===== config.mk =====
export PLATFORM = sky130hd
export DESIGN_NAME = rename_unit
export DESIGN_NICKNAME = d
export VERILOG_FILES = /design/src/core_pkg.sv /design/src/rename_unit.sv
export VERILOG_INCLUDE_DIRS = /design/src
export SDC_FILE = /design/constraint.sdc
export NUM_CORES = 1
export LEC_CHECK = 0
export BUFFER_PORTS_ARGS = -buffer_cell sky130_fd_sc_hd__buf_2
export CAP_MARGIN = 10
export CORE_MARGIN = 2
export CORE_UTILIZATION = 55
export DETAILED_ROUTE_END_ITERATION = 10
export GPL_TIMING_DRIVEN = 0
export PLACE_DENSITY = 0.73
export SYNTH_ARGS = -nofsm -noshare
export SYNTH_HDL_FRONTEND = slang
export SYNTH_SLANG_ARGS = --single-unit

===== constraint.sdc =====
create_clock -name clk -period 7.4 [get_ports clk]
set_clock_uncertainty 0.15 [all_clocks]
set_input_delay 1.11 -clock clk [delete_from_list [all_inputs] [get_ports clk]]
set_output_delay 1.11 -clock clk [all_outputs]
set_load 0.02 [all_outputs]

===== src/core_params.svh =====
`ifndef CORE_PARAMS_SVH
`define CORE_PARAMS_SVH

`define XLEN       32
`define AREG_W     5
`define NUM_PHYS   64
`define PREG_W     6
`define ROB_DEPTH  8
`define ROB_W      3
`define MUL_STAGES 3

// major opcodes
`define OPC_OP     7'b0110011
`define OPC_OP_IMM 7'b0010011

`define F7_MUL     7'b0000001

// funct3 of the supported ALU ops
`define F3_ADD     3'b000
`define F3_SLL     3'b001
`define F3_XOR     3'b100
`define F3_SRL     3'b101
`define F3_OR      3'b110
`define F3_AND     3'b111

`endif


===== src/core_pkg.sv =====
`include "core_params.svh"

package core_pkg;

    // one instruction word, two ways to read it
    typedef union packed {
        struct packed {
            logic [6:0]         funct7;
            logic [`AREG_W-1:0] rs2;
            logic [`AREG_W-1:0] rs1;
            logic [2:0]         funct3;
            logic [`AREG_W-1:0] rd;
            logic [6:0]         opcode;
        } r;
        struct packed {
            logic [11:0]        imm12;
            logic [`AREG_W-1:0] rs1;
            logic [2:0]         funct3;
            logic [`AREG_W-1:0] rd;
            logic [6:0]         opcode;
        } i;
    } insn_t;

endpackage


===== src/rename_unit.sv =====
`timescale 1ns/1ns
`include "core_params.svh"

module rename_unit
    import core_pkg::*;
(
    input  logic               clk,
    input  logic               rst_n,
    input  logic               insn_valid,
    input  insn_t              insn,
    input  logic [`ROB_W-1:0]  rob_tail,
    output logic               disp_valid,
    output logic               disp_is_mul,
    output logic [3:0]         disp_op,
    output logic [`PREG_W-1:0] disp_tag_a,
    output logic [`PREG_W-1:0] disp_tag_b,
    output logic [`XLEN-1:0]   disp_imm,
    output logic               disp_use_imm,
    output logic [`PREG_W-1:0] disp_dest_tag,
    output logic               disp_has_dest,
    output logic [`PREG_W-1:0] disp_old_tag,
    output logic [`AREG_W-1:0] disp_rd,
    output logic [`ROB_W-1:0]  disp_rob_idx,
    input  logic               commit_free_valid,
    input  logic [`PREG_W-1:0] commit_free_tag
);
    localparam int NUM_AREG = 2 ** `AREG_W;
    localparam int FL_DEPTH = `NUM_PHYS - NUM_AREG;
    localparam int FL_W     = $clog2(FL_DEPTH);

    logic [`PREG_W-1:0] rat [NUM_AREG];
    logic [`PREG_W-1:0] free_list [FL_DEPTH];
    logic [FL_W-1:0]    fl_head;
    logic [FL_W-1:0]    fl_tail;
    logic               is_r;

    assign is_r          = insn.r.opcode == `OPC_OP;
    assign disp_valid    = insn_valid;
    assign disp_is_mul   = is_r && insn.r.funct7 == `F7_MUL;
    assign disp_op       = {is_r & insn.r.funct7[5], insn.i.funct3}; // no sub form for imm ops
    assign disp_use_imm  = insn.i.opcode == `OPC_OP_IMM;
    assign disp_imm      = {{(`XLEN-12){insn.i.imm12[11]}}, insn.i.imm12};
    assign disp_tag_a    = rat[insn.i.rs1];
    assign disp_tag_b    = rat[insn.r.rs2];
    assign disp_rd       = insn.i.rd;
    assign disp_has_dest = insn_valid && insn.i.rd != '0;  // x0 keeps phys 0
    assign disp_dest_tag = free_list[fl_head];
    assign disp_old_tag  = rat[insn.i.rd];
    assign disp_rob_idx  = rob_tail;

    always_ff @(posedge clk or negedge rst_n) begin
        if (!rst_n) begin
            for (int i = 0; i < NUM_AREG; i++) begin
                rat[i] <= `PREG_W'(i);
            end
            for (int i = 0; i < FL_DEPTH; i++) begin
                free_list[i] <= `PREG_W'(i + NUM_AREG);
            end
            fl_head <= '0;
            fl_tail <= '0;  // list starts full
        end else begin
            if (disp_has_dest) begin
                rat[insn.i.rd] <= free_list[fl_head];
                fl_head        <= fl_head + 1'b1;
            end
            if (commit_free_valid) begin
                free_list[fl_tail] <= commit_free_tag;
                fl_tail            <= fl_tail + 1'b1;
            end
        end
    end

endmodule


==> reports/qor.yml <==
place:
  placed_cells: 2250
  gp_congestion: 1.009
  post_dp_cell_area_mm2: 0.02387
  hpwl_um: 45070
  port_buffers: 101
clock_tree:
  cts_htree_levels: 2
  clock_sinks: 394
  cts_hold_buf: 0
  cts-root-buf: "clkbuf_16"
  clock_latency_ps: 580
  cts-buffers-inserted: 43
  post_cts_buffers: 0
  cts_resized: 0
  clockBufferDepth: 3
  tritoncts: "built"
  path_clk_slew_ps: 60
cells_and_area:
  antenna_cells: 0
  fill_cells: 3043
  drive_above_1_share: 0.5465
  fin_nets: 1814
  regArea_mm2: 0.01010
  syn2layout_area_growth_pct: 11.98
  instances_no_fill: 2329
  multi_input_area_mm2: 0.01127
  fin_area_mm2: 0.02531
yosys:
  yosys-top-cells-area: "dfrtp_1 22%, dfstp_2 22%, mux4_2 19%, mux2_2 11%, o31ai_2 4.2%"
  synth.top_cell.area_share: 0.2236
  synth_top_family_by_area: "multiplexers"
  synth_adder_area_share: 0.002768
  netlist_instances: 1614
  synthSimpleGateAreaFrac: 0.05834
  synth_compound_area_frac: 0.09875
  synth_edf_count: 0
  synth_xor_xnor_area_share: 0.002712
  synth_area_mm2: 0.02260
  synth_top_flop_cell: "dfrtp_1"
  yosys-top-cells-count: "228 x nand2_1, 220 x mux2_2, 202 x dfrtp_1"
  synth_mux_area_frac: 0.3359
  syn_nets: 1664
  synth_top_area_cell: "dfrtp_1"
  synth.most_common_cell: "nand2_1"
  synth_warnings: 0
  async_flop_share: 1.000
  synth.avg_cell_area_um2: 14.01
  ys_seq_elements: 394
  ys_types: 46
  ys_seq_area_frac: 0.4468
hold_path:
  hp-class: "reg2reg"
worst_setup_path:
  cp.arrival_ps: 4050
  cp_top_family: "buffers and inverters"
  crit_path_end_kind: "output pin"
  crit_fanout: 10
  path_buf_inv: 3
  cp_cell_sequence: "clkbuf_1 > clkbuf_1 > mux4_2 > mux4_2 > mux2_2 > buf_2"
  required_ps: 6140
  slowest_delay_ps: 800
  worstSetupStartpointType: "primary input"
  critPathKind: "in2out"
  cp_slowest_cell: "clkbuf_1"
floorplan:
  io_pins: 117
  die_y_um: 206.7
  start_util: 0.5549
  core_mm2: 0.04074
  die_area_mm2: 0.04274
  rows: 74
  fp.dieW_um: 206.7
job:
  maxCapViolations: 0
timing:
  post-route-min-period_ps: 5307
  setup_viol: 0
  clock.fmax_mhz: 188.4
  final-hold-violation-count: 0
  relSlewSlack: 0.2341
  fin_crit_sh: 0.7172
  drv_slew: 0
  grt_setup_unrepaired: "no"
  max_slew.worst_pin.slew_ps: 1149
power:
  p_per_area_mw_per_mm2: 404.5
  worst_ir_drop_vdd_v: 0.0002676
  leakage_nw: 10.33
detailed_routing:
  route.detailed.drc: 0
  drt_iter0_drc: 1416
  final_antenna_net_count: 0
  first_pass_iters: 5
  via_per_inst: 6.574
  via_count: 15310
  wire_per_inst_um: 27.13
  wirelength_um: 63190
global_route:
  grt_pass1_wl_um: 94910
  grtUsageTotal: 0.3049
  grt_overflow: 0
  grt_pass1_vias: 15650
  grt_max_degree: 130
  antenna_found_initial: 1
status:
  status: "finished clean"
[cells in the final DEF (no fill, tap or decap), drive strengths merged, types with 2 or more instances in the layout]
cell type | netlist | routed
nor2 | 41 | 41
xnor2 | 5 | 5
nor4b | 3 | 3
buf | 134 | 239
bufinv | 0 | 2
inv | 4 | 4
nand2 | 228 | 228
clkinvlp | 0 | 2
nor4bb | 3 | 3
and2 | 2 | 2
dfstp | 192 | 192
mux2i | 30 | 30
o221ai | 11 | 11
o31ai | 186 | 186
nand3 | 4 | 4
a31oi | 2 | 2
xor2 | 2 | 2
mux4 | 211 | 211
a21oi | 2 | 2
clkinv | 0 | 8
o21ai | 3 | 3
ha | 5 | 5
dfrtp | 202 | 202
a221oi | 15 | 15
nand4 | 5 | 5
and4b | 3 | 3
nand3b | 3 | 3
clkbuf | 73 | 139
nor2b | 8 | 8
or2 | 5 | 5
and3 | 3 | 3
a22oi | 2 | 2
mux2 | 220 | 220
[final cells by class]
| class | instances | area share |
|---|---|---|
| multi-input cells | 1009 | 0.4452 |
| flip-flops and latches | 394 | 0.3990 |
| clock buffers | 66 | 0.05106 |
| plain buffers | 207 | 0.04824 |
| well taps | 532 | 0.02630 |
| repair buffers | 105 | 0.02407 |
| clock inverters | 12 | 0.005586 |
| inverters | 4 | 0.0005931 |
[worst min-delay path, cell delays in order, from the launching register on]
cell and delay (ps):
dfstp_2 380, nand2_1 50, o31ai_1 60
[per-layer routing]
metal	GRT usage	up-vias	share of wire
li1	-	6470	-
met1	0.3865	7938	0.37
met3	0.05777	204	0.077
met2	0.4931	697	0.49
met5	0	-	0.00021
met4	0.1793	2	0.064
[power breakdown]
| part | internal, mW | leakage, nW | switching [mW] |
|---|---|---|---|
| Sequential | 3.16 | 4.64 | 0.541 |
| Combinational | 1.96 | 4.98 | 2.40 |
| Clock | 1.28 | 0.701 | 0.901 |
| Total | 6.40 | 10.3 | 3.84 |
[registers in the layout, summed over array words and instances (netlist names)]
signal and count:
fl_head 5, fl_tail 5, free_list 192, rat 192
[logic make-up after synthesis]
group | Yosys count
mux | 461
buf+inv | 211
fa+ha+maj | 5
simple gates | 313
compound gates | 223
flops | 394
xor+xnor | 7
[path summary, 6_finish.rpt]
path,startpoint,end,slack [ps],depth (start not counted)
min in group asynchronous,rst_n,rat[38]$_DFFE_PN0P_,370,1
hold / removal,rat[9]$_DFFE_PN1P_,rat[9]$_DFFE_PN1P_,340,2
max in group asynchronous,rst_n,free_list[87]$_DFFE_PN0P_,5220,3
hold reg to reg,rat[9]$_DFFE_PN1P_,rat[9]$_DFFE_PN1P_,340,2
setup reg to reg,fl_head[1]$_DFFE_PN0P_,rat[153]$_DFFE_PN0P_,4020,7
setup / recovery,insn[16],disp_tag_a[0],2090,6
[per-stage QoR]
step                      hold WS (ps)  utilization  TNS, ps  setup slack [ps]  total power, mW
after floorplan                  308.0            -        0              3147            6.770
after global placement           319.0       0.5836  -462650             -2345            7.840
after detailed placement         328.5       0.5859        0              2226            8.015
after CTS                        336.4       0.6211        0              2226            10.21
after global routing             355.3       0.6213        0              2167            10.70
final                            336.0       0.6213        0              2093            10.24
Note: power is estimated with default switching activity, not from simulation.
