[config.mk]
export PLATFORM = sky130hd
export DESIGN_NAME = alu_unit_flat
export DESIGN_NICKNAME = d
export VERILOG_FILES = /design/src/core_if.sv /design/src/alu_unit.sv /design/src/flat_wrapper.sv
export VERILOG_INCLUDE_DIRS = /design/src
export SDC_FILE = /design/constraint.sdc
export NUM_CORES = 1
export LEC_CHECK = 0
export BUFFER_PORTS_ARGS = -buffer_cell sky130_fd_sc_hd__clkbuf_2
export CAP_MARGIN = 25
export CORE_MARGIN = 4
export CORE_UTILIZATION = 30
export CTS_BUF_LIST = sky130_fd_sc_hd__clkbuf_2 sky130_fd_sc_hd__clkbuf_4 sky130_fd_sc_hd__clkbuf_8
export CTS_CLUSTER_DIAMETER = 40
export DETAILED_ROUTE_END_ITERATION = 10
export PLACE_DENSITY = 0.59
export RECOVER_POWER = 25
export SKIP_CTS_REPAIR_TIMING = 1
export SLEW_MARGIN = 10
export SYNTH_ARGS = -nofsm -noshare
export SYNTH_HDL_FRONTEND = slang
export SYNTH_SLANG_ARGS = --single-unit
[constraint.sdc]
create_clock -name clk -period 1 [get_ports clk]
set_input_delay 0.15 -clock clk [delete_from_list [all_inputs] [get_ports clk]]
set_output_delay 0.15 -clock clk [all_outputs]
set_load 0.01 [all_outputs]
[src/core_params.svh]
`ifndef CORE_PARAMS_SVH
`define CORE_PARAMS_SVH

`define XLEN       32
`define AREG_W     5
`define NUM_PHYS   64
`define PREG_W     6
`define ROB_DEPTH  8
`define ROB_W      3
`define MUL_STAGES 3

// major opcodes
`define OPC_OP     7'b0110011
`define OPC_OP_IMM 7'b0010011

`define F7_MUL     7'b0000001

// funct3 of the supported ALU ops
`define F3_ADD     3'b000
`define F3_SLL     3'b001
`define F3_XOR     3'b100
`define F3_SRL     3'b101
`define F3_OR      3'b110
`define F3_AND     3'b111

`endif

[src/core_if.sv]
`timescale 1ns/1ns
`include "core_params.svh"

// tagged writeback from one execution unit
interface result_bus_if;
    logic               valid;
    logic [`PREG_W-1:0] tag;
    logic [`ROB_W-1:0]  rob_idx;
    logic [`XLEN-1:0]   value;

    modport source (output valid, tag, rob_idx, value);
    modport sink   (input  valid, tag, rob_idx, value);
endinterface

// issue queue to execution unit
interface issue_if;
    logic               valid;
    logic [3:0]         op;      // {funct7[5], funct3}
    logic [`XLEN-1:0]   a;
    logic [`XLEN-1:0]   b;
    logic [`PREG_W-1:0] dest;
    logic [`ROB_W-1:0]  rob_idx;
    logic               has_dest;

    modport source (output valid, op, a, b, dest, rob_idx, has_dest);
    modport sink   (input  valid, op, a, b, dest, rob_idx, has_dest);
endinterface

[src/alu_unit.sv]
`timescale 1ns/1ns
`include "core_params.svh"

module alu_unit (
    input logic          clk,
    input logic          rst_n,
    issue_if.sink        alu_iss,
    result_bus_if.source alu_res
);
    logic [`XLEN-1:0] result;

    always_comb begin
        case (alu_iss.op[2:0])
            `F3_ADD: result = alu_iss.op[3] ? alu_iss.a - alu_iss.b : alu_iss.a + alu_iss.b;
            `F3_SLL: result = alu_iss.a << alu_iss.b[4:0];
            `F3_XOR: result = alu_iss.a ^ alu_iss.b;
            `F3_SRL: result = alu_iss.a >> alu_iss.b[4:0];
            `F3_OR:  result = alu_iss.a | alu_iss.b;
            `F3_AND: result = alu_iss.a & alu_iss.b;
            default: result = '0;
        endcase
    end

    always_ff @(posedge clk or negedge rst_n) begin
        if (!rst_n)
            alu_res.valid <= 1'b0;
        else
            alu_res.valid <= alu_iss.valid;
    end

    always_ff @(posedge clk) begin
        alu_res.value   <= result;
        alu_res.rob_idx <= alu_iss.rob_idx;
        alu_res.tag     <= alu_iss.has_dest ? alu_iss.dest : '0;  // x0 writes go to tag 0
    end

endmodule

[src/flat_wrapper.sv]
// flat-port wrapper written by rule: the top's interface ports become plain ports
module alu_unit_flat 
  (clk, rst_n, alu_iss_valid, alu_iss_op, alu_iss_a, alu_iss_b, alu_iss_dest, alu_iss_rob_idx, alu_iss_has_dest, alu_res_valid, alu_res_tag, alu_res_rob_idx, alu_res_value);
  issue_if alu_iss_i ();
  result_bus_if alu_res_i ();
  input logic clk;
  input logic rst_n;
  input wire logic [$bits(alu_iss_i.valid)-1:0] alu_iss_valid;
  input wire logic [$bits(alu_iss_i.op)-1:0] alu_iss_op;
  input wire logic [$bits(alu_iss_i.a)-1:0] alu_iss_a;
  input wire logic [$bits(alu_iss_i.b)-1:0] alu_iss_b;
  input wire logic [$bits(alu_iss_i.dest)-1:0] alu_iss_dest;
  input wire logic [$bits(alu_iss_i.rob_idx)-1:0] alu_iss_rob_idx;
  input wire logic [$bits(alu_iss_i.has_dest)-1:0] alu_iss_has_dest;
  output wire logic [$bits(alu_res_i.valid)-1:0] alu_res_valid;
  output wire logic [$bits(alu_res_i.tag)-1:0] alu_res_tag;
  output wire logic [$bits(alu_res_i.rob_idx)-1:0] alu_res_rob_idx;
  output wire logic [$bits(alu_res_i.value)-1:0] alu_res_value;
  assign alu_iss_i.valid = alu_iss_valid;
  assign alu_iss_i.op = alu_iss_op;
  assign alu_iss_i.a = alu_iss_a;
  assign alu_iss_i.b = alu_iss_b;
  assign alu_iss_i.dest = alu_iss_dest;
  assign alu_iss_i.rob_idx = alu_iss_rob_idx;
  assign alu_iss_i.has_dest = alu_iss_has_dest;
  assign alu_res_valid = alu_res_i.valid;
  assign alu_res_tag = alu_res_i.tag;
  assign alu_res_rob_idx = alu_res_i.rob_idx;
  assign alu_res_value = alu_res_i.value;
  alu_unit u_core (.clk(clk), .rst_n(rst_n), .alu_iss(alu_iss_i), .alu_res(alu_res_i));
endmodule
==> flow_summary.toml <==
[placed_design]
place_inst = 1999
pre_cts_slack_ns = -2.539
dp_hpwl_um = 33740
place_area_um2 = 12610
io_buffers = 122
gp_congestion = 0.9598

[setup_path]
critical_path_class = "primary input to register"
cp_common_cell = "buf_6"
cpPeakStageDelay_ns = 0.56
crit_family = "simple AND/OR/NAND/NOR gates"
cp_max_fo = 4
crit_path_start_kind = "primary input"
critPathCaptureType = "register"
critPathRequiredTime_ns = 1.24
worst_ep_arrival_time_ns = 3.36
path_buf_inv = 3
slowest_stage = "or4_4"
path_cells = "buf_6 -> or4_4 -> nor4_4 -> and3_4 -> buf_4 -> and2_4 -> buf_6 -> a41oi_2 -> xnor2_1 -> ha_2 -> a21oi_2 -> nor2b_4 -> o21ai_1 -> nand2b_1 -> a211oi_4 -> xor2_1 -> o211ai_1"

[routing]
vias = 11570
remaining_drc_errors = 0
viasPerCell = 5.578
ant_nets = 0
first_iter_violations = 1455
firstDrtPassIters = 5
drt-wirelength-per-cell_um = 21.24
wl_um = 44070

[timing]
max-slew-margin-rel_pct = 54.95
fin_crit_ns = 3.116
rsz0062_at_grt = "yes"
finalCritPeriodShare_pct = 311.6
finalHoldViolations = 0
drv_slew = 0
final-setup-viol-count = 33
tightestPinTransition_ns = 0.6737
max_freq_ghz = 0.3210
setup_ws_ns = -2.116
fin_setup_tns_ns = -50.03

[die]
fp.dieH_um = 180.7
dieArea_um2 = 32650
die_w_um = 180.7
initial_core_util_pct = 30.76
boundaryPins = 123
fp-row-count = 62
coreArea_um2 = 29090

[final_layout]
final_cell_area_um2 = 14430
diodes = 0
drive_gt1_share_pct = 46.72
final_cell_count_no_fill = 2075
nFillCells = 2832
fin_nets = 1869
syn_to_final_growth_pct = 61.31

[logic_synthesis]
netlist_area_um2 = 8947
ys.flop_type = "dfxtp_1"
yosysTopAreaCell = "ha_1"
syn_inst = 1211
ys_warn_count = 0
synthesis.nets = 1390
synth_most_common_cell = "nor2_1"
netlist_top_cells_count = "nor2_1 (138), nand2_1 (130), o21ai_0 (108)"
avgSynthCellArea_um2 = 7.388
ys_top_cells_by_area = "ha_1 (14%), mux4_2 (11%), dfxtp_1 (9.2%)"
async_reset_ff_share_pct = 2.381
synth.ff_latch_count = 42
ys_seq_area_share_pct = 9.453
yosysTopAreaCellShare_pct = 13.56
synth_cell_types = 85
synth_edf_count = 0

[flow_run]
drv_cap = 0

[pwr]
leakagePower_uw = 0.006715
powerDensity_nw_per_um2 = 894.5
ir_drop_mv = 0.5442
p_total_uw = 12910

[clocking]
cts_tree = "done"
path_clk_slew_ns = 0.10
clock_path_buffers = 2
numCtsBuffers = 5
cts.sinks = 42
cts_max_level = 2
cts_root_buf = "clkbuf_8"

[global_routing]
grt_pass1_wl_um = 62250
grt_pass1_vias = 10680
grt_max_degree = 67
antenna_found_initial = 1
grt-ovfl-total = 0
grt.total_usage_pct = 24.10

[hold_path]
min_path_type = "primary input to register"

[outcome]
outcome = "finished, violations left"
violations = "setup timing"
[stage by stage]
stage	utilization, %	hold WS (ns)
after floorplan	-	-0.1456
after global placement	43.35	-0.07558
after detailed placement	43.35	-0.07043
after CTS	43.76	-0.4751
after global routing	49.61	0.01344
final	49.61	0.009794
[flip-flops by register name, indices dropped and copies added (netlist names)]
name / flops
u_core.alu_res.value: 32
u_core.alu_res.rob_idx: 3
u_core.alu_res.tag: 6
u_core.alu_res.valid: 1
[worst paths after layout]
kind,end,depth (start not counted),start
max,u_core.alu_res.value[29]$_DFF_P_,17,alu_iss_b[12]
min in group asynchronous,u_core.alu_res.valid$_DFF_PN0_,2,rst_n
min,u_core.alu_res.tag[4]$_SDFF_PN0_,2,alu_iss_dest[4]
max in group asynchronous,u_core.alu_res.valid$_DFF_PN0_,2,rst_n
[cells by family after synthesis]
logic type                 Yosys count  share of synthesized area [%]
AOI/OAI and AO/OA                  376                          26.84
xor gates and xnor gates            53                          5.272
adders and majority gates           98                          13.79
buffers and inverters              164                          8.167
DFF                                 42                          9.453
muxes                              101                          17.51
and+or+nand+nor                    377                          18.98
[layer usage]
metal | part of all wire [%] | global-route usage, % | vias up | wire length, µm
met5 | 0 | 0 | - | 0
li1 | - | - | 5375 | -
met1 | 41 | 31.92 | 5528 | 18190
met2 | 47 | 40.08 | 574 | 20630
met4 | 3.7 | 7.139 | 0 | 1614
met3 | 8.2 | 4.424 | 97 | 3633
[cell usage in the layout (no fill, tap or decap), types with 11 or more instances in the layout]
cell | netlist | routed
buf_4 | 10 | 380
nor2_1 | 138 | 122
nand2_1 | 130 | 120
clkbuf_2 | 0 | 102
ha_1 | 97 | 92
o21ai_0 | 108 | 81
a21oi_1 | 102 | 73
inv_1 | 73 | 67
mux2i_1 | 53 | 48
mux4_2 | 44 | 44
buf_6 | 7 | 42
xnor2_1 | 41 | 32
a21oi_2 | 3 | 28
o21ai_1 | 14 | 27
dfxtp_1 | 41 | 26
nand2b_1 | 16 | 15
dfxtp_2 | 0 | 15
nand3_1 | 17 | 14
o211ai_1 | 13 | 13
o21ai_2 | 3 | 13
nor3_1 | 15 | 12
a21o_1 | 12 | 12
a31oi_1 | 15 | 11
[where the power goes]
| part | leakage, µW | switching [µW] | internal, µW |
|---|---|---|---|
| Clock | 0.0000619 | 867 | 846 |
| Combinational | 0.00630 | 4730 | 4500 |
| Sequential | 0.000358 | 69.1 | 1890 |
| Total | 0.00672 | 5670 | 7240 |
[area by class of cell]
class | count | area (µm²) | area share (%)
multi-input cells | 1005 | 8244 | 57.12
clock inverters | 1 | 30.03 | 0.2081
repair buffers | 560 | 4407 | 30.53
clock buffers | 7 | 90.09 | 0.6242
well taps | 384 | 480.5 | 3.329
flip-flops and latches | 42 | 864.6 | 5.990
inverters | 76 | 316.6 | 2.193
No activity file was read; power rests on OpenSTA's default activity.
