[src/core_params.svh]
`ifndef CORE_PARAMS_SVH
`define CORE_PARAMS_SVH

`define XLEN       32
`define AREG_W     5
`define NUM_PHYS   64
`define PREG_W     6
`define ROB_DEPTH  8
`define ROB_W      3
`define MUL_STAGES 3

// major opcodes
`define OPC_OP     7'b0110011
`define OPC_OP_IMM 7'b0010011

`define F7_MUL     7'b0000001

// funct3 of the supported ALU ops
`define F3_ADD     3'b000
`define F3_SLL     3'b001
`define F3_XOR     3'b100
`define F3_SRL     3'b101
`define F3_OR      3'b110
`define F3_AND     3'b111

`endif

[src/core_if.sv]
`timescale 1ns/1ns
`include "core_params.svh"

// tagged writeback from one execution unit
interface result_bus_if;
    logic               valid;
    logic [`PREG_W-1:0] tag;
    logic [`ROB_W-1:0]  rob_idx;
    logic [`XLEN-1:0]   value;

    modport source (output valid, tag, rob_idx, value);
    modport sink   (input  valid, tag, rob_idx, value);
endinterface

// issue queue to execution unit
interface issue_if;
    logic               valid;
    logic [3:0]         op;      // {funct7[5], funct3}
    logic [`XLEN-1:0]   a;
    logic [`XLEN-1:0]   b;
    logic [`PREG_W-1:0] dest;
    logic [`ROB_W-1:0]  rob_idx;
    logic               has_dest;

    modport source (output valid, op, a, b, dest, rob_idx, has_dest);
    modport sink   (input  valid, op, a, b, dest, rob_idx, has_dest);
endinterface

[src/mul_unit.sv]
`timescale 1ns/1ns
`include "core_params.svh"

module mul_unit (
    input logic          clk,
    input logic          rst_n,
    issue_if.sink        mul_iss,
    result_bus_if.source mul_res
);
    localparam int S = `MUL_STAGES;
    localparam int H = `XLEN / 2;

    logic [S-1:0]       st_valid;
    logic [`PREG_W-1:0] st_tag [S];
    logic [`ROB_W-1:0]  st_rob [S];
    logic [`XLEN-1:0]   pp_lo;
    logic [`XLEN-1:0]   pp_hl;
    logic [`XLEN-1:0]   pp_lh;
    logic [`XLEN-1:0]   st_prod [1:S-1];

    always_ff @(posedge clk or negedge rst_n) begin
        if (!rst_n) begin
            st_valid <= '0;
        end else begin
            st_valid[0] <= mul_iss.valid;
            for (int k = 1; k < S; k++) begin
                st_valid[k] <= st_valid[k-1];
            end
        end
    end

    always_ff @(posedge clk) begin
        // stage 0: half-word partial products, only the low word is kept
        pp_lo     <= mul_iss.a[H-1:0] * mul_iss.b[H-1:0];
        pp_hl     <= mul_iss.a[`XLEN-1:H] * mul_iss.b[H-1:0];
        pp_lh     <= mul_iss.a[H-1:0] * mul_iss.b[`XLEN-1:H];
        st_tag[0] <= mul_iss.has_dest ? mul_iss.dest : '0;
        st_rob[0] <= mul_iss.rob_idx;
        st_prod[1] <= pp_lo + ((pp_hl + pp_lh) << H);
        for (int k = 1; k < S; k++) begin
            st_tag[k] <= st_tag[k-1];
            st_rob[k] <= st_rob[k-1];
        end
        for (int k = 2; k < S; k++) begin
            st_prod[k] <= st_prod[k-1];
        end
    end

    assign mul_res.valid   = st_valid[S-1];
    assign mul_res.tag     = st_tag[S-1];
    assign mul_res.rob_idx = st_rob[S-1];
    assign mul_res.value   = st_prod[S-1];

endmodule

[src/flat_wrapper.sv]
// flat-port wrapper written by rule: the top's interface ports become plain ports
module mul_unit_flat 
  (clk, rst_n, mul_iss_valid, mul_iss_op, mul_iss_a, mul_iss_b, mul_iss_dest, mul_iss_rob_idx, mul_iss_has_dest, mul_res_valid, mul_res_tag, mul_res_rob_idx, mul_res_value);
  issue_if mul_iss_i ();
  result_bus_if mul_res_i ();
  input logic clk;
  input logic rst_n;
  input wire logic [$bits(mul_iss_i.valid)-1:0] mul_iss_valid;
  input wire logic [$bits(mul_iss_i.op)-1:0] mul_iss_op;
  input wire logic [$bits(mul_iss_i.a)-1:0] mul_iss_a;
  input wire logic [$bits(mul_iss_i.b)-1:0] mul_iss_b;
  input wire logic [$bits(mul_iss_i.dest)-1:0] mul_iss_dest;
  input wire logic [$bits(mul_iss_i.rob_idx)-1:0] mul_iss_rob_idx;
  input wire logic [$bits(mul_iss_i.has_dest)-1:0] mul_iss_has_dest;
  output wire logic [$bits(mul_res_i.valid)-1:0] mul_res_valid;
  output wire logic [$bits(mul_res_i.tag)-1:0] mul_res_tag;
  output wire logic [$bits(mul_res_i.rob_idx)-1:0] mul_res_rob_idx;
  output wire logic [$bits(mul_res_i.value)-1:0] mul_res_value;
  assign mul_iss_i.valid = mul_iss_valid;
  assign mul_iss_i.op = mul_iss_op;
  assign mul_iss_i.a = mul_iss_a;
  assign mul_iss_i.b = mul_iss_b;
  assign mul_iss_i.dest = mul_iss_dest;
  assign mul_iss_i.rob_idx = mul_iss_rob_idx;
  assign mul_iss_i.has_dest = mul_iss_has_dest;
  assign mul_res_valid = mul_res_i.valid;
  assign mul_res_tag = mul_res_i.tag;
  assign mul_res_rob_idx = mul_res_i.rob_idx;
  assign mul_res_value = mul_res_i.value;
  mul_unit u_core (.clk(clk), .rst_n(rst_n), .mul_iss(mul_iss_i), .mul_res(mul_res_i));
endmodule
[config.mk]
export PLATFORM = sky130hd
export DESIGN_NAME = mul_unit_flat
export DESIGN_NICKNAME = d
export VERILOG_FILES = /design/src/core_if.sv /design/src/mul_unit.sv /design/src/flat_wrapper.sv
export VERILOG_INCLUDE_DIRS = /design/src
export SDC_FILE = /design/constraint.sdc
export NUM_CORES = 1
export LEC_CHECK = 0
export ABC_AREA = 1
export BUFFER_PORTS_ARGS = -buffer_cell sky130_fd_sc_hd__buf_2
export CORE_MARGIN = 3
export CORE_UTILIZATION = 35
export CTS_CLUSTER_SIZE = 16
export DETAILED_ROUTE_END_ITERATION = 10
export GPL_TIMING_DRIVEN = 0
export PLACE_DENSITY = 0.48
export SETUP_SLACK_MARGIN = 0.3
export SLEW_MARGIN = 20
export SYNTH_ARGS = -nofsm -noshare
export SYNTH_HDL_FRONTEND = slang
export SYNTH_SLANG_ARGS = --single-unit
[constraint.sdc]
create_clock -name clk -period 2.91 [get_ports clk]
set_clock_uncertainty 0.15 [all_clocks]
set_input_delay 0.4365 -clock clk [delete_from_list [all_inputs] [get_ports clk]]
set_output_delay 0.4365 -clock clk [all_outputs]
set_load 0.01 [all_outputs]
==> metrics <==
status=finished with violations; failing checks=setup timing; CP peak stage delay=approximately 560 ps; WS Path Type=input pin to flip-flop; Core Region=roughly 62000 um^2; worst hold stages=3; critical path, cell by cell=buf_8 -> clkbuf_16 -> buf_12 -> nand2_4 -> inv_2 -> fa_1 -> inv_1 -> fa_2 -> inv_2 -> fa_1 -> fa_2 -> fa_1 -> inv_1 -> fa_2 -> inv_2 -> ha_4 -> nand2_4 -> buf_6 -> nor2_4 -> inv_4 -> nor3_4 -> nand3_2 -> nand3_2 -> xor2_2; worst reg2reg path depth=17; worst-skew pair later-pin latency=460 ps; library cells used by synthesis=43; Routed met1 length=between 30000 and 40000 um; layout cells sized above 1=0.297; DR WL met2=34100 um; slowest CP cell=fa_2; drt total wl=about 75000 um; most frequent cell after synthesis=inv_1; worst hold margin=~83 ps; Final ANT Viol Nets=0; RSZ-0062 raised after global routing=yes; ant diodes=0; fin worst setup slack=-2340 ps; Synth top area share=0.324; worst slew pin tran=910 ps; Hold Path Origin=mul_iss_has_dest; Synth Register Bits=158; Nets=between 3000 and 4000; die area=about 66000 um^2; clock buffer depth=2; final setup fails=54; CTS tree=yes; Max Fclk=191 MHz; Avg Inst Size Synth=7.82 um^2; first-pass GRT wire length=between 100000 and 150000 um; Die X=257 um; endpoint class of the critical path=flip-flop; Clock transition at path regs=about 90 ps; total grt overflow=0; Detail Placement HPWL=around 58000 um; fin crit period=about 5200 ps; Setup crit start kind=input pin; CTS root buf=clkbuf_16; total CTS buffers=17; R2R setup slack=-150 ps; post-DR wirelength/cell=~19 um; initial antenna violation count=2; pin count of the biggest net entering global routing=17; top cells by area, synth=fa_1 (32%), dfxtp_1 (14%), inv_1 (13%), ha_1 (13%), nand2_1 (13%); RR Startpoint=u_core.pp_hl[0]; MaxCap Viol Count=0; drt pass-1 iters=5; DRC viols=0; RD Place Congestion=between 0.9 and 1; port buffer count=between 90 and 100; GRT Total Usage=0.228; clock sink count=roughly 160; Critical R2R Capture=u_core.st_prod[1][29]; post-synthesis net count=approximately 3500; DR iter-0 viols=roughly 980; io pins=between 100 and 150; Mapped Area=roughly 22000 um^2; initial core utilization=0.356; # rows=91; DR top layer=met4; Post-Syn Instances=roughly 2800; htree depth=4; Hold Fails Final Rpt=0; WP data arrival=approximately 5500 ps; area grow syn2layout=36.6%; Synth Warn #=0; Worst Hold Class=input pin to flip-flop; Layout fillers=6042; Vias/cell=4.64; DR WL met3=between 4000 and 5000 um; Synth Flop Type=dfxtp_1; cell taking the most area after synthesis=fa_1; register area share after synthesis=0.144; CP required=between 3000 and 4000 ps; Chip Height=roughly 260 um; Final Slew Violations=0; Crit Path Max Fanout=7; number of flops mapped to enable cells by yosys=0; number of global-route vias before repair=approximately 19000; via count=18400; Post-synth ARST share=0.0190; WHS Endpoint=u_core.st_tag[0][3]; Slew HR=0.394; synth cell count leaders=inv_1 (780), nand2_1 (771), fa_1 (356), ha_1 (232), dfxtp_1 (155); period utilisation layout=1.80
## final cells by class
| cell class | count | area, um^2 | share of cell area |
|---|---|---|---|
| Sequential cell | 158 | 3190 | 0.106 |
| Buffer | 114 | 1890 | 0.0629 |
| Multi-Input combinational cell | 1760 | 18000 | 0.599 |
| Tap cell | 837 | 1050 | 0.0348 |
| Timing Repair Buffer | 272 | 2380 | 0.0790 |
| Inverter | 785 | 2970 | 0.0987 |
| Clock buffer | 18 | 439 | 0.0146 |
| Clock inverter | 14 | 150 | 0.00499 |
## layout by cell type (no fill, tap or decap), drive strengths merged
master / instances
inv: 792
nand2: 775
fa: 356
buf: 306
ha: 232
dfxtp: 155
clkbuf: 87
a21oi: 87
nand3: 69
xor2: 61
nor2: 48
xnor2: 36
o21ai: 33
nor3: 17
dlygate4sd3: 11
a21o: 8
nand4: 6
o21bai: 6
a31oi: 6
nand3b: 4
o2111ai: 4
clkinv: 4
dfrtp: 3
o211ai: 3
a21boi: 2
a221oi: 2
clkinvlp: 2
o31ai: 2
o211a: 1
and2: 1
o21a: 1
bufinv: 1
## through the flow
step | TNS [ps] | worst slack, ps | area, um^2 | std cells | utilization
6_report | -85390 | -2340 | 30100 | 3958 | 0.486
5_1_grt | -91560 | -2450 | 30100 | 3958 | 0.486
4_1_cts | -81270 | -2290 | 28700 | 3917 | 0.463
3_5_place_dp | -126590 | -3470 | 25200 | 3746 | 0.407
3_3_place_gp | -125910 | -3500 | 25200 | 3746 | 0.407
2_1_floorplan | -83210 | -2320 | 23700 | 2817 | -
## cell families (layout without fill, tap and decap cells)
kind of cell               Yosys count  count (layout)  share of synthesized area
and+or+nand+nor                    920             920                      0.165
adders and majority gates          588             588                      0.455
DFF                                158             158                      0.144
xor gates and xnor gates            97              97                     0.0389
buffers and inverters              899            1203                      0.157
AOI/OAI and AO/OA                  155             155                     0.0404
## worst max path at each step
| stage | start | end | slack, ps | cells past startpoint |
|---|---|---|---|---|
| after floorplan | mul_iss_b[4] | u_core.pp_lo[22] | -2320 | 24 |
| after global placement | mul_iss_a[8] | u_core.pp_lo[22] | -3500 | 20 |
| after detailed placement | mul_iss_a[9] | u_core.pp_lo[27] | -3470 | 22 |
| after CTS | mul_iss_a[12] | u_core.pp_lo[27] | -2290 | 23 |
| after global routing | mul_iss_a[8] | u_core.pp_lo[22] | -2450 | 26 |
| final | mul_iss_a[12] | u_core.pp_lo[26] | -2340 | 24 |
## worst max-delay path: cells and delay by family
| family | cells | cell delay, ps |
|---|---|---|
| XOR/XNOR | 1 | 150 |
| AND/OR/NAND/NOR | 6 | 660 |
| adder cells (fa/ha/maj) | 7 | 3380 |
| buffers and inverters | 10 | 830 |
## timing repair
action                     4_1_cts  5_1_grt
resized for setup              392      266
cloned                           4        0
hold buffers                    11        0
setup endpoints to repair       63       63
buffers inserted               124       41
hold endpoints to repair        13        0
pin swaps                      179      170
## flip-flops by register name, indices dropped and copies added (netlist names)
name / cells
u_core.pp_lh: 16
u_core.st_valid: 3
u_core.st_tag: 18
u_core.st_prod: 64
u_core.pp_lo: 32
u_core.pp_hl: 16
u_core.st_rob: 9
## metal layers
metal,vias to the layer above,GRT usage
li1,8703,-
met1,9074,0.310
met2,496,0.365
met3,86,0.0404
met4,0,0.0805
met5,-,0
Power is not shown: default switching activity piles up to over one toggle a cycle in this logic, so the estimate is an artifact.
