`src/core_params.svh`:
```
`ifndef CORE_PARAMS_SVH
`define CORE_PARAMS_SVH

`define XLEN       32
`define AREG_W     5
`define NUM_PHYS   64
`define PREG_W     6
`define ROB_DEPTH  8
`define ROB_W      3
`define MUL_STAGES 3

// major opcodes
`define OPC_OP     7'b0110011
`define OPC_OP_IMM 7'b0010011

`define F7_MUL     7'b0000001

// funct3 of the supported ALU ops
`define F3_ADD     3'b000
`define F3_SLL     3'b001
`define F3_XOR     3'b100
`define F3_SRL     3'b101
`define F3_OR      3'b110
`define F3_AND     3'b111

`endif

```
`src/core_if.sv`:
```
`timescale 1ns/1ns
`include "core_params.svh"

// tagged writeback from one execution unit
interface result_bus_if;
    logic               valid;
    logic [`PREG_W-1:0] tag;
    logic [`ROB_W-1:0]  rob_idx;
    logic [`XLEN-1:0]   value;

    modport source (output valid, tag, rob_idx, value);
    modport sink   (input  valid, tag, rob_idx, value);
endinterface


```
`src/reorder_buffer.sv`:
```
`timescale 1ns/1ns
`include "core_params.svh"

module reorder_buffer (
    input  logic               clk,
    input  logic               rst_n,
    input  logic               alloc_valid,
    input  logic [`AREG_W-1:0] alloc_rd,
    input  logic [`PREG_W-1:0] alloc_old_tag,
    input  logic               alloc_has_dest,
    output logic [`ROB_W-1:0]  rob_tail,
    result_bus_if.sink         alu_res,
    result_bus_if.sink         mul_res,
    output logic               commit_valid,
    output logic [`AREG_W-1:0] commit_rd,
    output logic [`XLEN-1:0]   commit_value,
    output logic               free_valid,
    output logic [`PREG_W-1:0] free_tag
);
    logic [`ROB_DEPTH-1:0] e_valid;
    logic [`ROB_DEPTH-1:0] e_done;
    logic [`ROB_DEPTH-1:0] e_has_dest;
    logic [`AREG_W-1:0]    e_rd [`ROB_DEPTH];
    logic [`PREG_W-1:0]    e_old [`ROB_DEPTH];
    logic [`XLEN-1:0]      e_value [`ROB_DEPTH];
    logic [`ROB_W-1:0]     head;
    logic [`ROB_W-1:0]     tail;

    assign rob_tail     = tail;
    assign commit_valid = e_valid[head] & e_done[head];
    assign commit_rd    = e_rd[head];
    assign commit_value = e_value[head];
    assign free_valid   = commit_valid & e_has_dest[head];  // old mapping now dead
    assign free_tag     = e_old[head];

    always_ff @(posedge clk or negedge rst_n) begin
        if (!rst_n) begin
            e_valid <= '0;
            e_done  <= '0;
            head    <= '0;
            tail    <= '0;
        end else begin
            if (alloc_valid) begin
                e_valid[tail] <= 1'b1;
                e_done[tail]  <= 1'b0;
                tail          <= tail + 1'b1;
            end
            if (alu_res.valid)
                e_done[alu_res.rob_idx] <= 1'b1;
            if (mul_res.valid)
                e_done[mul_res.rob_idx] <= 1'b1;
            if (commit_valid) begin
                e_valid[head] <= 1'b0;
                head          <= head + 1'b1;
            end
        end
    end

    always_ff @(posedge clk) begin
        if (alloc_valid) begin
            e_rd[tail]       <= alloc_rd;
            e_old[tail]      <= alloc_old_tag;
            e_has_dest[tail] <= alloc_has_dest;
        end
        if (alu_res.valid)
            e_value[alu_res.rob_idx] <= alu_res.value;
        if (mul_res.valid)
            e_value[mul_res.rob_idx] <= mul_res.value;
    end

endmodule

```
`src/flat_wrapper.sv`:
```
// flat-port wrapper written by rule: the top's interface ports become plain ports
module reorder_buffer_flat 
  (clk, rst_n, alloc_valid, alloc_rd, alloc_old_tag, alloc_has_dest, rob_tail, commit_valid, commit_rd, commit_value, free_valid, free_tag, alu_res_valid, alu_res_tag, alu_res_rob_idx, alu_res_value, mul_res_valid, mul_res_tag, mul_res_rob_idx, mul_res_value);
  result_bus_if alu_res_i ();
  result_bus_if mul_res_i ();
  input  logic clk;
  input  logic rst_n;
  input  logic alloc_valid;
  input  logic [`AREG_W-1:0] alloc_rd;
  input  logic [`PREG_W-1:0] alloc_old_tag;
  input  logic alloc_has_dest;
  output logic [`ROB_W-1:0] rob_tail;
  output logic commit_valid;
  output logic [`AREG_W-1:0] commit_rd;
  output logic [`XLEN-1:0] commit_value;
  output logic free_valid;
  output logic [`PREG_W-1:0] free_tag;
  input wire logic [$bits(alu_res_i.valid)-1:0] alu_res_valid;
  input wire logic [$bits(alu_res_i.tag)-1:0] alu_res_tag;
  input wire logic [$bits(alu_res_i.rob_idx)-1:0] alu_res_rob_idx;
  input wire logic [$bits(alu_res_i.value)-1:0] alu_res_value;
  input wire logic [$bits(mul_res_i.valid)-1:0] mul_res_valid;
  input wire logic [$bits(mul_res_i.tag)-1:0] mul_res_tag;
  input wire logic [$bits(mul_res_i.rob_idx)-1:0] mul_res_rob_idx;
  input wire logic [$bits(mul_res_i.value)-1:0] mul_res_value;
  assign alu_res_i.valid = alu_res_valid;
  assign alu_res_i.tag = alu_res_tag;
  assign alu_res_i.rob_idx = alu_res_rob_idx;
  assign alu_res_i.value = alu_res_value;
  assign mul_res_i.valid = mul_res_valid;
  assign mul_res_i.tag = mul_res_tag;
  assign mul_res_i.rob_idx = mul_res_rob_idx;
  assign mul_res_i.value = mul_res_value;
  reorder_buffer u_core (.clk(clk), .rst_n(rst_n), .alloc_valid(alloc_valid), .alloc_rd(alloc_rd), .alloc_old_tag(alloc_old_tag), .alloc_has_dest(alloc_has_dest), .rob_tail(rob_tail), .alu_res(alu_res_i), .mul_res(mul_res_i), .commit_valid(commit_valid), .commit_rd(commit_rd), .commit_value(commit_value), .free_valid(free_valid), .free_tag(free_tag));
endmodule
```
`config.mk`:
```
export PLATFORM = sky130hd
export DESIGN_NAME = reorder_buffer_flat
export DESIGN_NICKNAME = d
export VERILOG_FILES = /design/src/core_if.sv /design/src/reorder_buffer.sv /design/src/flat_wrapper.sv
export VERILOG_INCLUDE_DIRS = /design/src
export SDC_FILE = /design/constraint.sdc
export NUM_CORES = 1
export LEC_CHECK = 0
export CORE_MARGIN = 2
export CORE_UTILIZATION = 28
export DETAILED_ROUTE_END_ITERATION = 16
export DONT_BUFFER_PORTS = 1
export GPL_ROUTABILITY_DRIVEN = 0
export PLACE_DENSITY_LB_ADDON = 0.15
export SLEW_MARGIN = 20
export SYNTH_ARGS = -nofsm -noshare
export SYNTH_HDL_FRONTEND = slang
export SYNTH_SLANG_ARGS = --single-unit
```
`constraint.sdc`:
```
create_clock -name clk -period 1.9 [get_ports clk]
set_clock_uncertainty 0.1 [all_clocks]
set_input_delay 0.095 -clock clk [delete_from_list [all_inputs] [get_ports clk]]
set_output_delay 0.095 -clock clk [all_outputs]
set_load 0.02 [all_outputs]
```
==> impl_metrics.toml <==
[hold_path]
hp-class = "in -> reg"
hold_start = "mul_res_valid"
hold_path_depth = 4
min_to = "u_core.e_value[4][10]"

[sta]
drv_slew = 0
rsz0062_at_grt = "true"
setup_violations = 46
max_freq_mhz = 404.5
max_slew_margin = 0.6197
setup_tns_ns = -23.40
min_period_ns = 2.472
hold_violations = 0
period_share = 1.301
setup_ws_ns = -0.5721
worst_pin_slew_ns = 0.5683

[setup_path]
start_kind = "flop"
r2r-end = "u_core.head[0]"
cp_cell_sequence = "buf_12 > buf_16 > mux4_2 > mux2_4"
r2r_slack_ns = 0.02
reg2reg_from = "u_core.head[0]"
reg2regPathDepth = 6
worstSetupPathType = "reg -> out"
crit_path_end_kind = "output port"
slowest_delay_ns = 0.53
worstPathRequired_ns = 1.70
arrival_ns = 2.28
crit_slowest_cell = "dfrtp_4"
crit_path_max_fanout = 7

[floorplanning]
die_w_um = 254.1
die_area_mm2 = 0.06454
core_area_mm2 = 0.06171
io_pins = 147
initial_utilization = 0.2837
die_height_um = 254.1
rows = 91

[yosys]
syn-num-nets = 1028
yosysWarnings = 0
synth_edf_count = 352
ys.flop_type = "edfxtp_1"
seq_area_frac_synth = 0.6352
synth_area_per_cell_um2 = 18.89
syn_inst = 927
synth-async-reset-ratio = 0.05882
ys_ff_latch = 374
synth_cell_type_count = 40
syn_area_mm2 = 0.01751

[power]
p_total_w = 0.02883
leakagePower_nw = 7.664
max-vdd-ir-drop_uv = 609.4
power_density_mw_per_mm2 = 1271

[grt]
track_usage = 0.1563
grt_pass1_wl_um = 72570
grt-ovfl-total = 0
grt_max_degree = 24
grt_pass1_vias = 10410
antenna_found_initial = 3

[clock_network]
htree_num_levels = 2
clockBufferDepth = 3
cts-root-buf = "clkbuf_16"
cts_tree = "built"
clk_latency_ns = 0.57
cts_sinks = 374
cts.clk_slew.worst_paths_ns = 0.06
numCtsBuffers = 46

[route]
dr.pass1.iters = 5
viasPerCell = 4.676
via_count = 9451
postRouteAntennaNets = 0
wirelength_um = 49540
drcViolationCount = 0
wire_per_inst_um = 24.51
first_iter_violations = 542

[finish]
drive_above_1_share = 0.4797
area_growth_pct = 29.54
fillers = 5849
antennaDiodeCount = 0
fin_nets = 1249

[placed_design]
io_buffer_count = 0
place_ws_ns = -0.3060
dp.final_hpwl_um = 29080

[run_status]
status = "finished, violations left"
violations = "setup timing"

[flow_run]
maxCapViolations = 0
==> worst max-delay path: cells and delay by family (launching register included) <==
kind,cells,cell delay (ns)
buffers and inverters,2,0.33
flip-flops,1,0.53
multiplexers,2,0.83
==> worst max path at each step <==
stage | startpoint | endpoint | slack [ns] | depth (start not counted)
6_report | u_core.head[0] | commit_value[18] | -0.57 | 4
4_1_cts | u_core.head[0] | commit_value[9] | -0.63 | 4
3_5_place_dp | u_core.head[0] | free_valid | -0.31 | 6
5_1_grt | u_core.head[0] | commit_value[15] | -0.65 | 4
2_1_floorplan | alu_res_rob_idx[0] | u_core.e_value[2][0] | -0.46 | 2
3_3_place_gp | u_core.head[0] | free_valid | -0.30 | 6
==> flip-flops by register name, summed over array words and instances, names as in the netlist <==
register,cells
u_core.e_value,256
u_core.e_done,8
u_core.e_has_dest,8
u_core.e_rd,40
u_core.head,3
u_core.e_old,48
u_core.rob_tail,3
u_core.e_valid,8
==> metrics by stage <==
| step | instance area [um2] | util | hold WS, ns | cells |
|---|---|---|---|---|
| after floorplan | 17520 | - | -0.3006 | 927 |
| after global placement | 19430 | 0.3149 | -0.2994 | 1785 |
| after detailed placement | 19430 | 0.3149 | -0.2982 | 1785 |
| after CTS | 22570 | 0.3658 | -0.07604 | 2011 |
| after global routing | 22680 | 0.3675 | 0.02237 | 2021 |
| final | 22680 | 0.3675 | 0.01428 | 2021 |
==> cells in the final DEF, fill, tap and decap left out, drive strengths merged, types with 3 or more instances in the layout <==
cell         Yosys  final
dfrtp           22     22
o21bai           4      4
buf             50    104
o21ai           12     12
inv              8      8
clkbuf           6     60
clkinvlp         0      5
nand4            4      4
nand2b           9      9
nor2             7      7
a21o             4      4
mux4            91     91
dlygate4sd3      0    124
nor2b            3      3
edfxtp         352    352
mux2           298    298
nand2           24     24
nand3            3      3
or2              5      5
nor3             5      5
clkinv           0     17
==> synthesized netlist by cell type (3+ instances only) <==
library cell	n	area, um2
or2_2	5	31.28
nor2b_1	3	18.77
dfrtp_1	22	550.5
mux2_2	279	3142
buf_2	38	190.2
nor3_1	4	20.02
nand3_1	3	15.01
buf_1	5	18.77
a21o_1	4	30.03
nand2_1	24	90.09
nor2_1	7	26.28
mux4_2	91	2049
clkbuf_1	6	22.52
o21bai_1	4	30.03
inv_1	7	26.28
nand4_1	4	25.02
o21ai_0	12	60.06
nand2b_1	9	56.30
buf_4	3	22.52
mux2_1	12	135.1
buf_12	3	60.06
edfxtp_1	352	10570
mux2_4	7	105.1
==> report_power, final <==
group / leakage, nW / internal, W / switching [W]
Combinational: 3.53 / 0.00523 / 0.00495
Sequential: 3.47 / 0.00999 / 0.000363
Clock: 0.668 / 0.00481 / 0.00348
Total: 7.66 / 0.0200 / 0.00880
==> kinds of logic after synthesis <==
logic type / Yosys count / synth area share
xor+xnor: 3 / 0.001501
mux: 390 / 0.3115
buf+inv: 64 / 0.02030
compound gates: 26 / 0.009363
simple gates: 68 / 0.02065
fa+ha+maj: 2 / 0.001429
flops: 374 / 0.6352
==> layer usage <==
metal | global-route usage | vias up | wire, um
met2 | 0.2533 | 192 | 23520
met3 | 0.03278 | 59 | 2494
met1 | 0.2147 | 4951 | 22710
met4 | 0.03580 | 6 | 773
met5 | 0 | - | 41
li1 | - | 4243 | -
==> final cells by class <==
class | instances | area [um2] | share of cell area
Multi-Input combinational cell | 489 | 6267 | 0.2764
Sequential cell | 374 | 11130 | 0.4908
Timing Repair Buffer | 229 | 2789 | 0.1230
Tap cell | 837 | 1047 | 0.04618
Clock buffer | 60 | 1225 | 0.05401
Clock inverter | 24 | 190.2 | 0.008386
Inverter | 8 | 30.03 | 0.001324
==> what timing repair did <==
action	CTS	global route
pin swaps	0	1
hold endpoints to repair	493	3
setup endpoints to repair	47	64
buffers inserted	13	9
hold buffers	126	1
gates resized for setup	60	7
cloned	3	0
(Power assumes the default switching activity.)
